### config.mk
export PLATFORM = sky130hd
export DESIGN_NAME = ntt_mod_mult
export DESIGN_NICKNAME = d
export VERILOG_FILES = /design/src/ntt_mult_pkg.sv /design/src/ntt_add_sub_mod.sv /design/src/ntt_multiplier.sv /design/src/ntt_fold_high.sv /design/src/ntt_fold_low.sv /design/src/ntt_mult_reduction.sv /design/src/ntt_mod_mult.sv
export VERILOG_INCLUDE_DIRS = /design/src
export SDC_FILE = /design/constraint.sdc
export NUM_CORES = 2
export LEC_CHECK = 0
export BUFFER_PORTS_ARGS = -buffer_cell sky130_fd_sc_hd__buf_2
export CORE_MARGIN = 4
export CORE_UTILIZATION = 49
export DETAILED_ROUTE_END_ITERATION = 8
export RECOVER_POWER = 50
export SYNTH_ARGS = -nofsm -noshare
export SYNTH_HDL_FRONTEND = slang
export SYNTH_SLANG_ARGS = --single-unit
### constraint.sdc
create_clock -name clk -period 9.7 [get_ports clk]
set_input_delay 1.94 -clock clk [delete_from_list [all_inputs] [get_ports clk]]
set_output_delay 1.94 -clock clk [all_outputs]
set_load 0.05 [all_outputs]
### src/ntt_mult_defs.svh
`ifndef NTT_MULT_DEFS_SVH
`define NTT_MULT_DEFS_SVH

// ------------------------------------------------------------
// Dilithium coefficient arithmetic
// ------------------------------------------------------------

// Coefficient width in bits
`define NTT_REG_SIZE 23

// Modulus q = 2^23 - 2^13 + 1
`define NTT_PRIME 8380417

// ------------------------------------------------------------
// Pipeline depth
// ------------------------------------------------------------

// Product register, fold adds, subtraction, output register
`define NTT_RED_LATENCY 4

// One extra cycle for the multiplier in front
`define NTT_MULT_LATENCY (`NTT_RED_LATENCY + 1)

`endif

### src/ntt_mult_pkg.sv
`include "ntt_mult_defs.svh"

package ntt_mult_pkg;

    // ------------------------------------------------------------
    // Coefficient and product types
    // ------------------------------------------------------------

    // Single coefficient, always below q
    typedef logic [`NTT_REG_SIZE-1:0] coeff_t;

    // Product split along the fold boundaries
    // Weights 2^43, 2^33, 2^23, 2^13 and 2^0
    typedef struct packed {
        logic [2:0]  top3;
        logic [9:0]  hi10;
        logic [9:0]  mid10;
        logic [9:0]  lo10;
        logic [12:0] low13;
    } prod_fields_t;

    // Same 46-bit product seen as raw word or as fold fields
    typedef union packed {
        logic [2*`NTT_REG_SIZE-1:0] raw;
        prod_fields_t               fields;
    } prod_word_u;

    // ------------------------------------------------------------
    // Reduction intermediates
    // ------------------------------------------------------------

    // Carry of the 10-bit field sum c and the refolded sum d
    typedef struct packed {
        logic [1:0]  carry;
        logic [10:0] d;
    } fold_sums_t;

    // Multiplier output beat
    typedef struct packed {
        logic       valid;
        prod_word_u word;
    } mult_beat_t;

endpackage

### src/ntt_add_sub_mod.sv
`timescale 1ns/1ns
`include "ntt_mult_defs.svh"

module ntt_add_sub_mod #(
    parameter int REG_SIZE = 23,
    parameter bit SUBTRACT = 1'b0
) (
    input  logic                clk,
    input  logic                reset_n,
    input  logic                zeroize_i,
    input  logic                add_en_i,
    input  logic [REG_SIZE-1:0] opa_i,
    input  logic [REG_SIZE-1:0] opb_i,
    output logic [REG_SIZE-1:0] res_o,
    output logic                ready_o
);

    // Prime widened to the operand width
    localparam logic [REG_SIZE-1:0] PRIME = REG_SIZE'(`NTT_PRIME);

    logic [REG_SIZE-1:0] res_next;

    // ------------------------------------------------------------
    // Modular add or subtract, one correction step
    // ------------------------------------------------------------
    if (SUBTRACT) begin : g_sub
        // Extra bit holds the borrow
        logic [REG_SIZE:0] diff;

        assign diff = {1'b0, opa_i} - {1'b0, opb_i};
        // Negative difference wraps back up by q
        assign res_next = diff[REG_SIZE] ? (diff[REG_SIZE-1:0] + PRIME)
                                         : diff[REG_SIZE-1:0];
    end else begin : g_add
        logic [REG_SIZE:0] sum;
        logic [REG_SIZE:0] sum_red;

        assign sum     = {1'b0, opa_i} + {1'b0, opb_i};
        assign sum_red = sum - {1'b0, PRIME};
        // Borrow on sum - q means sum already in range
        assign res_next = sum_red[REG_SIZE] ? sum[REG_SIZE-1:0]
                                            : sum_red[REG_SIZE-1:0];
    end

    // ------------------------------------------------------------
    // Result register
    // ------------------------------------------------------------
    always_ff @(posedge clk or negedge reset_n) begin
        if (!reset_n) begin
            res_o   <= '0;
            ready_o <= 1'b0;
        end else if (zeroize_i) begin
            res_o   <= '0;
            ready_o <= 1'b0;
        end else begin
            ready_o <= add_en_i;
            // Hold last result while idle
            if (add_en_i) begin
                res_o <= res_next;
            end
        end
    end

    // Operands below 2q must leave a fully reduced result
    a_res_in_range: assert property (
        @(posedge clk) disable iff (!reset_n)
        ready_o |-> (res_o < PRIME)
    ) else $error("add_sub_mod result %0d not below q", res_o);

endmodule

### src/ntt_multiplier.sv
`timescale 1ns/1ns
`include "ntt_mult_defs.svh"

module ntt_multiplier
    import ntt_mult_pkg::*;
(
    input  logic       clk,
    input  logic       reset_n,
    input  logic       zeroize_i,
    input  logic       valid_i,
    input  coeff_t     a_i,
    input  coeff_t     b_i,
    output mult_beat_t beat_o
);

    // Full-width product, never truncated
    logic [2*`NTT_REG_SIZE-1:0] prod;

    // ------------------------------------------------------------
    // 23x23 unsigned multiply
    // ------------------------------------------------------------

    // Zero-extend both sides so the multiply runs at 46 bits
    assign prod = {{`NTT_REG_SIZE{1'b0}}, a_i} * {{`NTT_REG_SIZE{1'b0}}, b_i};

    // ------------------------------------------------------------
    // Output register
    // ------------------------------------------------------------
    always_ff @(posedge clk or negedge reset_n) begin
        if (!reset_n) begin
            beat_o <= '0;
        end else if (zeroize_i) begin
            // Drops the item in this stage
            beat_o <= '0;
        end else begin
            beat_o.valid <= valid_i;
            // Product only loaded with a live item
            if (valid_i) begin
                beat_o.word.raw <= prod;
            end
        end
    end

endmodule

### src/ntt_fold_high.sv
`timescale 1ns/1ns

module ntt_fold_high
    import ntt_mult_pkg::*;
(
    input  logic       clk,
    input  logic       reset_n,
    input  logic       zeroize_i,
    input  logic       en_i,
    input  prod_word_u word_i,
    input  fold_sums_t sums_i,
    output coeff_t     e_o,
    output logic       ready_o
);

    // Upper fold sum f, max 7 + 8191 + 3 fits 14 bits
    logic [13:0] f_sum;
    // Upper 23 product bits, weight 2^23
    coeff_t      z_hi;

    // ------------------------------------------------------------
    // Upper fold sum
    // ------------------------------------------------------------

    // 2^23 = 2^13 - 1 mod q, so the top fields come back at low weight
    // Terms: top3, {top3,hi10} and the carry out of c
    always_comb begin
        f_sum = 14'(word_i.fields.top3)
              + 14'({word_i.fields.top3, word_i.fields.hi10})
              + 14'(sums_i.carry);
    end

    // Raw view of the same word gives z[45:23] in one slice
    assign z_hi = word_i.raw[2*$bits(coeff_t)-1:$bits(coeff_t)];

    // ------------------------------------------------------------
    // e = (f + z[45:23]) mod q
    // ------------------------------------------------------------

    // Both operands below q here
    ntt_add_sub_mod #(
        .REG_SIZE (23),
        .SUBTRACT (1'b0)
    ) u_add_high (
        .clk       (clk),
        .reset_n   (reset_n),
        .zeroize_i (zeroize_i),
        .add_en_i  (en_i),
        .opa_i     ({9'd0, f_sum}),
        .opb_i     (z_hi),
        .res_o     (e_o),
        .ready_o   (ready_o)
    );

endmodule

### src/ntt_fold_low.sv
`timescale 1ns/1ns

module ntt_fold_low
    import ntt_mult_pkg::*;
(
    input  logic        clk,
    input  logic        reset_n,
    input  logic        zeroize_i,
    input  logic        en_i,
    input  fold_sums_t  sums_i,
    input  logic [12:0] low13_i,
    output coeff_t      g_o,
    output logic        ready_o
);

    // d << 13 may reach 1026 * 2^13, just over q
    logic [23:0] g_shift;
    // 24-bit adder result, always below q
    logic [23:0] g_res;

    // ------------------------------------------------------------
    // Low-weight residue
    // ------------------------------------------------------------

    // Place d at weight 2^13
    assign g_shift = {sums_i.d, 13'd0};

    // g = (d * 2^13 + z[12:0]) mod q
    // Sum stays below 2q so one correction is enough
    ntt_add_sub_mod #(
        .REG_SIZE (24),
        .SUBTRACT (1'b0)
    ) u_add_low (
        .clk       (clk),
        .reset_n   (reset_n),
        .zeroize_i (zeroize_i),
        .add_en_i  (en_i),
        .opa_i     (g_shift),
        .opb_i     ({11'd0, low13_i}),
        .res_o     (g_res),
        .ready_o   (ready_o)
    );

    // Top bit is zero once reduced
    assign g_o = coeff_t'(g_res);

endmodule

### src/ntt_mult_reduction.sv
`timescale 1ns/1ns
`include "ntt_mult_defs.svh"

module ntt_mult_reduction
    import ntt_mult_pkg::*;
(
    input  logic       clk,
    input  logic       reset_n,
    input  logic       zeroize_i,
    input  mult_beat_t beat_i,
    output coeff_t     res_o,
    output logic       valid_o
);

    // Registered product beat
    mult_beat_t beat_q;
    // Field sum c, max 7 + 3 * 1023 fits 12 bits
    logic [11:0] c_sum;
    fold_sums_t  sums;

    // Fold path results
    coeff_t e_val;
    coeff_t g_val;
    logic   ready_e;
    logic   ready_g;

    // Combining subtraction
    coeff_t sub_res;
    logic   sub_ready;

    // ------------------------------------------------------------
    // Stage 1, product register
    // ------------------------------------------------------------
    always_ff @(posedge clk or negedge reset_n) begin
        if (!reset_n) begin
            beat_q <= '0;
        end else if (zeroize_i) begin
            beat_q <= '0;
        end else begin
            beat_q.valid <= beat_i.valid;
            if (beat_i.valid) begin
                beat_q.word <= beat_i.word;
            end
        end
    end

    // Carry sums c and d from the 10-bit fields
    always_comb begin
        c_sum = 12'(beat_q.word.fields.top3)
              + 12'(beat_q.word.fields.hi10)
              + 12'(beat_q.word.fields.mid10)
              + 12'(beat_q.word.fields.lo10);
        sums.carry = c_sum[11:10];
        // Carry at 2^10 folds back in at weight 1
        sums.d = 11'(c_sum[11:10]) + 11'(c_sum[9:0]);
    end

    // ------------------------------------------------------------
    // Stage 2, both fold paths side by side
    // ------------------------------------------------------------
    ntt_fold_high u_fold_high (
        .clk       (clk),
        .reset_n   (reset_n),
        .zeroize_i (zeroize_i),
        .en_i      (beat_q.valid),
        .word_i    (beat_q.word),
        .sums_i    (sums),
        .e_o       (e_val),
        .ready_o   (ready_e)
    );

    ntt_fold_low u_fold_low (
        .clk       (clk),
        .reset_n   (reset_n),
        .zeroize_i (zeroize_i),
        .en_i      (beat_q.valid),
        .sums_i    (sums),
        .low13_i   (beat_q.word.fields.low13),
        .g_o       (g_val),
        .ready_o   (ready_g)
    );

    // ------------------------------------------------------------
    // Stage 3, result = (g - e) mod q
    // ------------------------------------------------------------
    ntt_add_sub_mod #(
        .REG_SIZE (23),
        .SUBTRACT (1'b1)
    ) u_sub_comb (
        .clk       (clk),
        .reset_n   (reset_n),
        .zeroize_i (zeroize_i),
        .add_en_i  (ready_e & ready_g),
        .opa_i     (g_val),
        .opb_i     (e_val),
        .res_o     (sub_res),
        .ready_o   (sub_ready)
    );

    // ------------------------------------------------------------
    // Stage 4, output register
    // ------------------------------------------------------------
    always_ff @(posedge clk or negedge reset_n) begin
        if (!reset_n) begin
            res_o   <= '0;
            valid_o <= 1'b0;
        end else if (zeroize_i) begin
            res_o   <= '0;
            valid_o <= 1'b0;
        end else begin
            valid_o <= sub_ready;
            if (sub_ready) begin
                res_o <= sub_res;
            end
        end
    end

    // Fold paths share one enable and depth, so they stay in step
    a_fold_lockstep: assert property (
        @(posedge clk) disable iff (!reset_n)
        ready_e == ready_g
    ) else $error("fold path ready strobes out of step");

    // A result is only produced from an edge with zeroize low
    a_no_valid_in_zeroize: assert property (
        @(posedge clk) disable iff (!reset_n)
        valid_o |-> !$past(zeroize_i)
    ) else $error("valid_o set while zeroize active");

    // Every result traces back to an input beat a fixed depth earlier
    a_red_latency: assert property (
        @(posedge clk) disable iff (!reset_n)
        valid_o |-> $past(beat_i.valid, `NTT_RED_LATENCY)
    ) else $error("valid_o without matching input beat");

endmodule

### src/ntt_mod_mult.sv
`timescale 1ns/1ns

module ntt_mod_mult
    import ntt_mult_pkg::*;
(
    input  logic   clk,
    input  logic   reset_n,
    input  logic   zeroize_i,
    input  logic   valid_i,
    input  coeff_t a_i,
    input  coeff_t b_i,
    output coeff_t res_o,
    output logic   valid_o
);

    // Multiplier to reduction beat
    mult_beat_t mult_beat;

    // ------------------------------------------------------------
    // Full product, 1 cycle
    // ------------------------------------------------------------
    ntt_multiplier u_multiplier (
        .clk       (clk),
        .reset_n   (reset_n),
        .zeroize_i (zeroize_i),
        .valid_i   (valid_i),
        .a_i       (a_i),
        .b_i       (b_i),
        .beat_o    (mult_beat)
    );

    // ------------------------------------------------------------
    // Reduction mod q, 4 cycles
    // ------------------------------------------------------------
    ntt_mult_reduction u_reduction (
        .clk       (clk),
        .reset_n   (reset_n),
        .zeroize_i (zeroize_i),
        .beat_i    (mult_beat),
        .res_o     (res_o),
        .valid_o   (valid_o)
    );

endmodule

After elaboration in Yosys (flattened, before gate mapping)
Index checks and enable logic that the tools add are counted.

Bits in writable memories: 0. ROM bits: 0. Register bits: 189. Memories: 0. Word-level logic and storage cells: 47. Bits in latches: 0.

Eq/ne operators: 0. Shift operators: 0. $add $sub $neg: 12. Bitwise logic cells: 0. Muxes and demuxes: 18. Magnitude comparators: 0. Multipliers: 1. Divide/modulo/power cells: 0. Reduce and logical (&&, ||, !) cells: 5.

Operators with widths (count): $mux 23 (11); $mux 47 (2); $mux 46 (2); $mul 23x23->46 (1); $add 24x13->25 (1); $sub 25x23->25 const B (1); $add 12x10->12 (2); $add 14x23->24 (1); $sub 23x23->24 (1); $sub 24x23->24 const B (1); $add 23x23->23 const B (1); $add 14x2->14 (1); $add 3x13->14 (1); $add 2x10->11 (1); $add 3x10->11 (1); $reduce_bool 2->1 (5); $mux 1 (3).

Logic depth before layout (Yosys ltp)
Word-level depth: 9. Mapped depth: 34. Gate-level depth less buffers: 33.

By module
From an unflattened synthesis, not the netlist that was laid out.

Cell total of the unflattened synthesis: 3827. Area total of the unflattened synthesis: 33194.3 um^2.

By module, submodules not included: ntt_multiplier (instances 1, area each 19347.3 um^2, seq. area each 1176.1 um^2, cells each 2172); ntt_mult_reduction (instances 1, area each 3871.2 um^2, seq. area each 1776.7 um^2, cells each 351); ntt_add_sub_mod at u_reduction.u_fold_high.u_add_high (instances 1, area each 3514.6 um^2, seq. area each 600.6 um^2, cells each 466); ntt_add_sub_mod at u_reduction.u_fold_low.u_add_low (instances 1, area each 3269.4 um^2, seq. area each 625.6 um^2, cells each 421); ntt_add_sub_mod at u_reduction.u_sub_comb (instances 1, area each 2859.0 um^2, seq. area each 600.6 um^2, cells each 373); ntt_fold_high (instances 1, area each 329.1 um^2, seq. area each 0.0 um^2, cells each 43); ntt_fold_low (instances 1, area each 3.8 um^2, seq. area each 0.0 um^2, cells each 1).

Worst setup path after synthesis
No wires, ideal clock.

Kind: input-to-reg. Start point: input b_i[5]. End point: register u_multiplier.beat_o[43] (netlist bit). Slack: 1.106 ns. Data arrival time: 8.467 ns. Buffers on the path: 2. Cell stages on the path: 23. Path through: clkbuf_1 > nand2_1 > fa_1 > inv_1 > fa_1 > fa_1 > fa_1 > fa_1 > inv_1 > fa_1 > inv_1 > fa_1 > ha_1 > clkbuf_1 > nand3_1 > o31ai_1 > a31o_2 > a41oi_1 > o21ai_0 > a211oi_1 > o31ai_1 > a221oi_1 > a311o_1.

Word-level cells in the longest chain between the ends: 3.

Ends and longest elaborated chain: start: declaration (RTL line ntt_mod_mult.sv:11) `input coeff_t b_i,`; $mul 23x23->46 (RTL line ntt_multiplier.sv:24) `` assign prod = {{`NTT_REG_SIZE{1'b0}}, a_i} * {{`NTT_REG_SIZE{1'b0}}, b_i}; ``; $mux 46 (RTL line ntt_multiplier.sv:38) `if (valid_i) begin`; $mux 47 (RTL line ntt_multiplier.sv:32) `end else if (zeroize_i) begin`; end: declaration (RTL line ntt_multiplier.sv:13) `output mult_beat_t beat_o`.

Every way passes these cells. The select of a mux whose other input is x is not followed. A chain may end at the register's enable or synchronous reset.

Worst setup path after layout
Start point: register u_reduction.beat_q[43] (netlist bit). End point: register u_reduction.u_fold_high.u_add_high.res_o[10].

Word-level cells in the longest chain between the ends: 9.

Ends and longest elaborated chain: start: declaration (RTL line ntt_mult_reduction.sv:16) `mult_beat_t beat_q;`; $add 3x10->11 (RTL line ntt_mult_reduction.sv:50) `+ 12'(beat_q.word.fields.hi10)`; $add 12x10->12 (RTL line ntt_mult_reduction.sv:51) `+ 12'(beat_q.word.fields.mid10)`; $add 12x10->12 (RTL line ntt_mult_reduction.sv:52) `+ 12'(beat_q.word.fields.lo10);`; $add 14x2->14 (RTL line ntt_fold_high.sv:30) `+ 14'(sums_i.carry);`; $add 14x23->24 * (RTL line ntt_add_sub_mod.sv:38) `assign sum = {1'b0, opa_i} + {1'b0, opb_i};`; $sub 24x23->24 (RTL line ntt_add_sub_mod.sv:39) `assign sum_red = sum - {1'b0, PRIME};`; $mux 23 * (RTL line ntt_add_sub_mod.sv:41) `assign res_next = sum_red[REG_SIZE] ? sum[REG_SIZE-1:0]`; $mux 23 * (RTL line ntt_add_sub_mod.sv:58) `if (add_en_i) begin`; $mux 23 * (RTL line ntt_add_sub_mod.sv:52) `end else if (zeroize_i) begin`; end signal: assignment (RTL line ntt_add_sub_mod.sv:59) `res_o <= res_next;`; end: declaration (RTL line ntt_add_sub_mod.sv:14) `output logic [REG_SIZE-1:0] res_o,`.

Mark *: on every way between the ends. The rest lies on a longest branch, timed or not. The select of a mux whose other input is x is not followed.

==> impl_metrics.env <==
export IMPL_slowest_delay_ns=0.91
export IMPL_worstPathMaxFanout=16
export IMPL_busiest_layer="met2"
export IMPL_relSlewSlack_pct=-314
export IMPL_cts_sinks=189
export IMPL_dominantRegCellSynth="dfrtp_1"
export IMPL_cp_startpoint="u_reduction.beat_q[43]"
export IMPL_synth_fp_nets=4055
export IMPL_skew_ns=0.00985
export IMPL_grt_overflow_total=0
export IMPL_met1_usage_pct=33.3
export IMPL_setup_viol_count_final=0
export IMPL_post_cts_setup_buffers=0
export IMPL_use_met2_pct=41.8
export IMPL_cp_slowest_cell="o41ai_4"
export IMPL_numCtsBuffers=17
export IMPL_area_delta_synth_final_pct=5.09
export IMPL_min_to="u_reduction.u_fold_high.u_add_high.res_o[18]"
export IMPL_antenna_found_initial=0
export IMPL_drv_cap=3
export IMPL_status="finished with violations"
export IMPL_postRouteAntennaNets=0
export IMPL_rsz0062_at_grt="false"
export IMPL_hp_start="u_reduction.u_fold_high.u_add_high.res_o[18]"
export IMPL_criticalPathCategory="reg -> reg"
export IMPL_synth_cell_area_mm2=0.0293
export IMPL_cp_arrival_ns=9.30
export IMPL_wl_per_cell_um=18.7
export IMPL_worstMarginPinSlew_ns=6.21
export IMPL_crit_family="adder cells"
export IMPL_vias=22000
export IMPL_dp_hpwl_mm=61.2
export IMPL_layout_drive_gt1_share_pct=3.79
export IMPL_die_w_um=253
export IMPL_grt_use_met3_pct=2.51
export IMPL_r2r_cells=27
export IMPL_syn_area_per_cell_um2=8.88
export IMPL_start_util_pct=49.6
export IMPL_grt_usage_pct=24.3
export IMPL_critPathCaptureType="register"
export IMPL_num_rows=89
export IMPL_whs_path_depth=2
export IMPL_die_area_mm2=0.0638
export IMPL_cts_tree="built"
export IMPL_synth_top_cell_by_area="fa_1"
export IMPL_ios=74
export IMPL_ys_seq_area_share_pct=16.1
export IMPL_crit_required_ns=9.88
export IMPL_ys_top_cells_by_area="fa_1 (31%), dfrtp_1 (16%), ha_1 (11%)"
export IMPL_firstDrtPassIters=5
export IMPL_fmax_mhz=110
export IMPL_ys_types=75
export IMPL_yosys_top_cells_count="inv_1 (571), nand2_1 (507), fa_1 (458), ha_1 (247), nor2_1 (214)"
export IMPL_final_net_count=4015
export IMPL_ys_warn_count=0
export IMPL_cts_max_path_buffers=2
export IMPL_setup_tns_ns=0
export IMPL_crit_top_cell="fa_1"
export IMPL_clock_latency_ns=0.45
export IMPL_drtIter0Drc=1218
export IMPL_hold_class="reg -> reg"
export IMPL_root_buffer="clkbuf_16"
export IMPL_htreeDepth=4
export IMPL_hold_buffers=0
export IMPL_r2r_start="u_reduction.beat_q[43]"
export IMPL_gp_congestion=0.914
export IMPL_fin_crit_sh_pct=94.1
export IMPL_worstReg2RegEnd="u_reduction.u_fold_high.u_add_high.res_o[10]"
export IMPL_regToRegSetupSlack_ns=0.57
export IMPL_core_area_mm2=0.0591
export IMPL_viasPerCell=5.43
export IMPL_synth_edff_count=0
export IMPL_worstPathBufferInverterCount=2
export IMPL_clkTransAtPathRegs_ns=0.07
export IMPL_grt_max_degree=118
export IMPL_fp_dieH_um=253
export IMPL_violations="max-capacitance violations, max-slew violations"
export IMPL_slew_violations=270
export IMPL_yosysMostFrequentCell="inv_1"
export IMPL_drt_wl_total_mm=75.6
export IMPL_grt_pass1_vias=23400
export IMPL_syn_inst=3300
export IMPL_io_buffers=73
export IMPL_diodes=0
export IMPL_cts_resized=0
export IMPL_grt_pass1_wl_mm=125
export IMPL_async_reset_ff_share_pct=100
export IMPL_drc_errors=0
export IMPL_synth_seq_cells=189
export IMPL_min_period_ns=9.13
export IMPL_final_hold_violation_count=0
export IMPL_synth_top_area_share_pct=31.3
export IMPL_critPathLaunchType="register"
-- worst max path at each step --
stage,to,slack [ns],cells past startpoint
final,u_reduction.u_fold_high.u_add_high.res_o[10],0.57,27
after global routing,u_reduction.u_fold_high.u_add_high.res_o[10],0.08,27
after CTS,u_reduction.u_fold_high.u_add_high.res_o[16],0.63,27
after detailed placement,u_multiplier.beat_o[38],0.20,24
after global placement,u_multiplier.beat_o[42],0.40,24
after floorplan,u_multiplier.beat_o[43],1.11,23
-- kinds of logic (layout without fill, tap and decap cells) --
group,after synthesis,after routing,synth area share [%]
adder cells (fa/ha/maj),705,705,41.8
multiplexers,102,102,3.49
buffers and inverters,734,706,9.43
flip-flops,189,189,16.1
AND/OR/NAND/NOR,1035,1035,15.9
XOR/XNOR,137,137,4.14
AO/OA/AOI/OAI,398,398,9.04
-- worst min-delay path: cells and delay by family (launching register included) --
kind | cells | cell delay (ns)
flops | 1 | 0.34
simple gates | 1 | 0.05
compound gates | 1 | 0.06
-- cells in the final DEF (no fill, tap or decap), types with 10 or more instances in the layout --
| cell type | instances |
|---|---|
| inv_1 | 571 |
| nand2_1 | 507 |
| fa_1 | 458 |
| ha_1 | 247 |
| nor2_1 | 213 |
| dfrtp_1 | 188 |
| and2_1 | 142 |
| mux2i_1 | 100 |
| a21oi_1 | 90 |
| o21ai_0 | 79 |
| xnor2_1 | 75 |
| xor2_1 | 61 |
| buf_2 | 47 |
| a21o_1 | 46 |
| a211oi_1 | 38 |
| nand3_1 | 34 |
| buf_4 | 30 |
| clkbuf_1 | 29 |
| nor3_1 | 21 |
| nand4_1 | 20 |
| o21a_1 | 17 |
| clkbuf_16 | 17 |
| o21bai_1 | 16 |
| a31oi_1 | 16 |
| nor2b_1 | 14 |
| and3_1 | 14 |
| o31ai_1 | 12 |
| nand2b_1 | 11 |
| or3_1 | 10 |
| nor4_1 | 10 |
| nor3b_1 | 10 |
-- state kept, by name, indices dropped and copies added, names as in the netlist --
| signal | cells |
|---|---|
| u_reduction.u_sub_comb.ready_o | 1 |
| u_reduction.u_fold_low.u_add_low.res_o | 23 |
| u_reduction.u_fold_high.u_add_high.ready_o | 1 |
| u_reduction.res_o | 23 |
| u_reduction.beat_q | 47 |
| u_reduction.u_sub_comb.res_o | 23 |
| u_reduction.u_fold_high.u_add_high.res_o | 23 |
| u_multiplier.beat_o | 47 |
| u_reduction.valid_o | 1 |
-- metal layers --
metal,vias up,wire [um]
li1,10300,-
met1,11000,33800
met2,561,36700
met3,86,3410
met4,0,1690
met5,-,0
-- per-stage QoR --
| stage | std cells | instance area, um^2 | setup WS, ns | utilization, % | hold WS (ns) |
|---|---|---|---|---|---|
| floorplan | 3300 | 29300 | 1.11 | - | 0.450 |
| finish | 4045 | 30800 | 0.570 | 52.1 | 0.485 |
| global placement | 4014 | 30300 | 0.400 | 51.2 | 0.466 |
| detailed placement | 4014 | 30300 | 0.198 | 51.2 | 0.474 |
| CTS | 4045 | 30900 | 0.630 | 52.2 | 0.490 |
| global route | 4045 | 30800 | 0.0756 | 52.1 | 0.520 |
-- cell type report --
class                   count  area (um^2)
inverters                 571         2140
multi-input cells        2377        21800
clock inverters            11          129
clock buffers              20          447
repair buffers            104          562
fillers                  5571        28300
flip-flops and latches    189         4730
well taps                 773          967
Power is not shown: default switching activity piles up to over one toggle a cycle in this logic, so the estimate is an artifact.
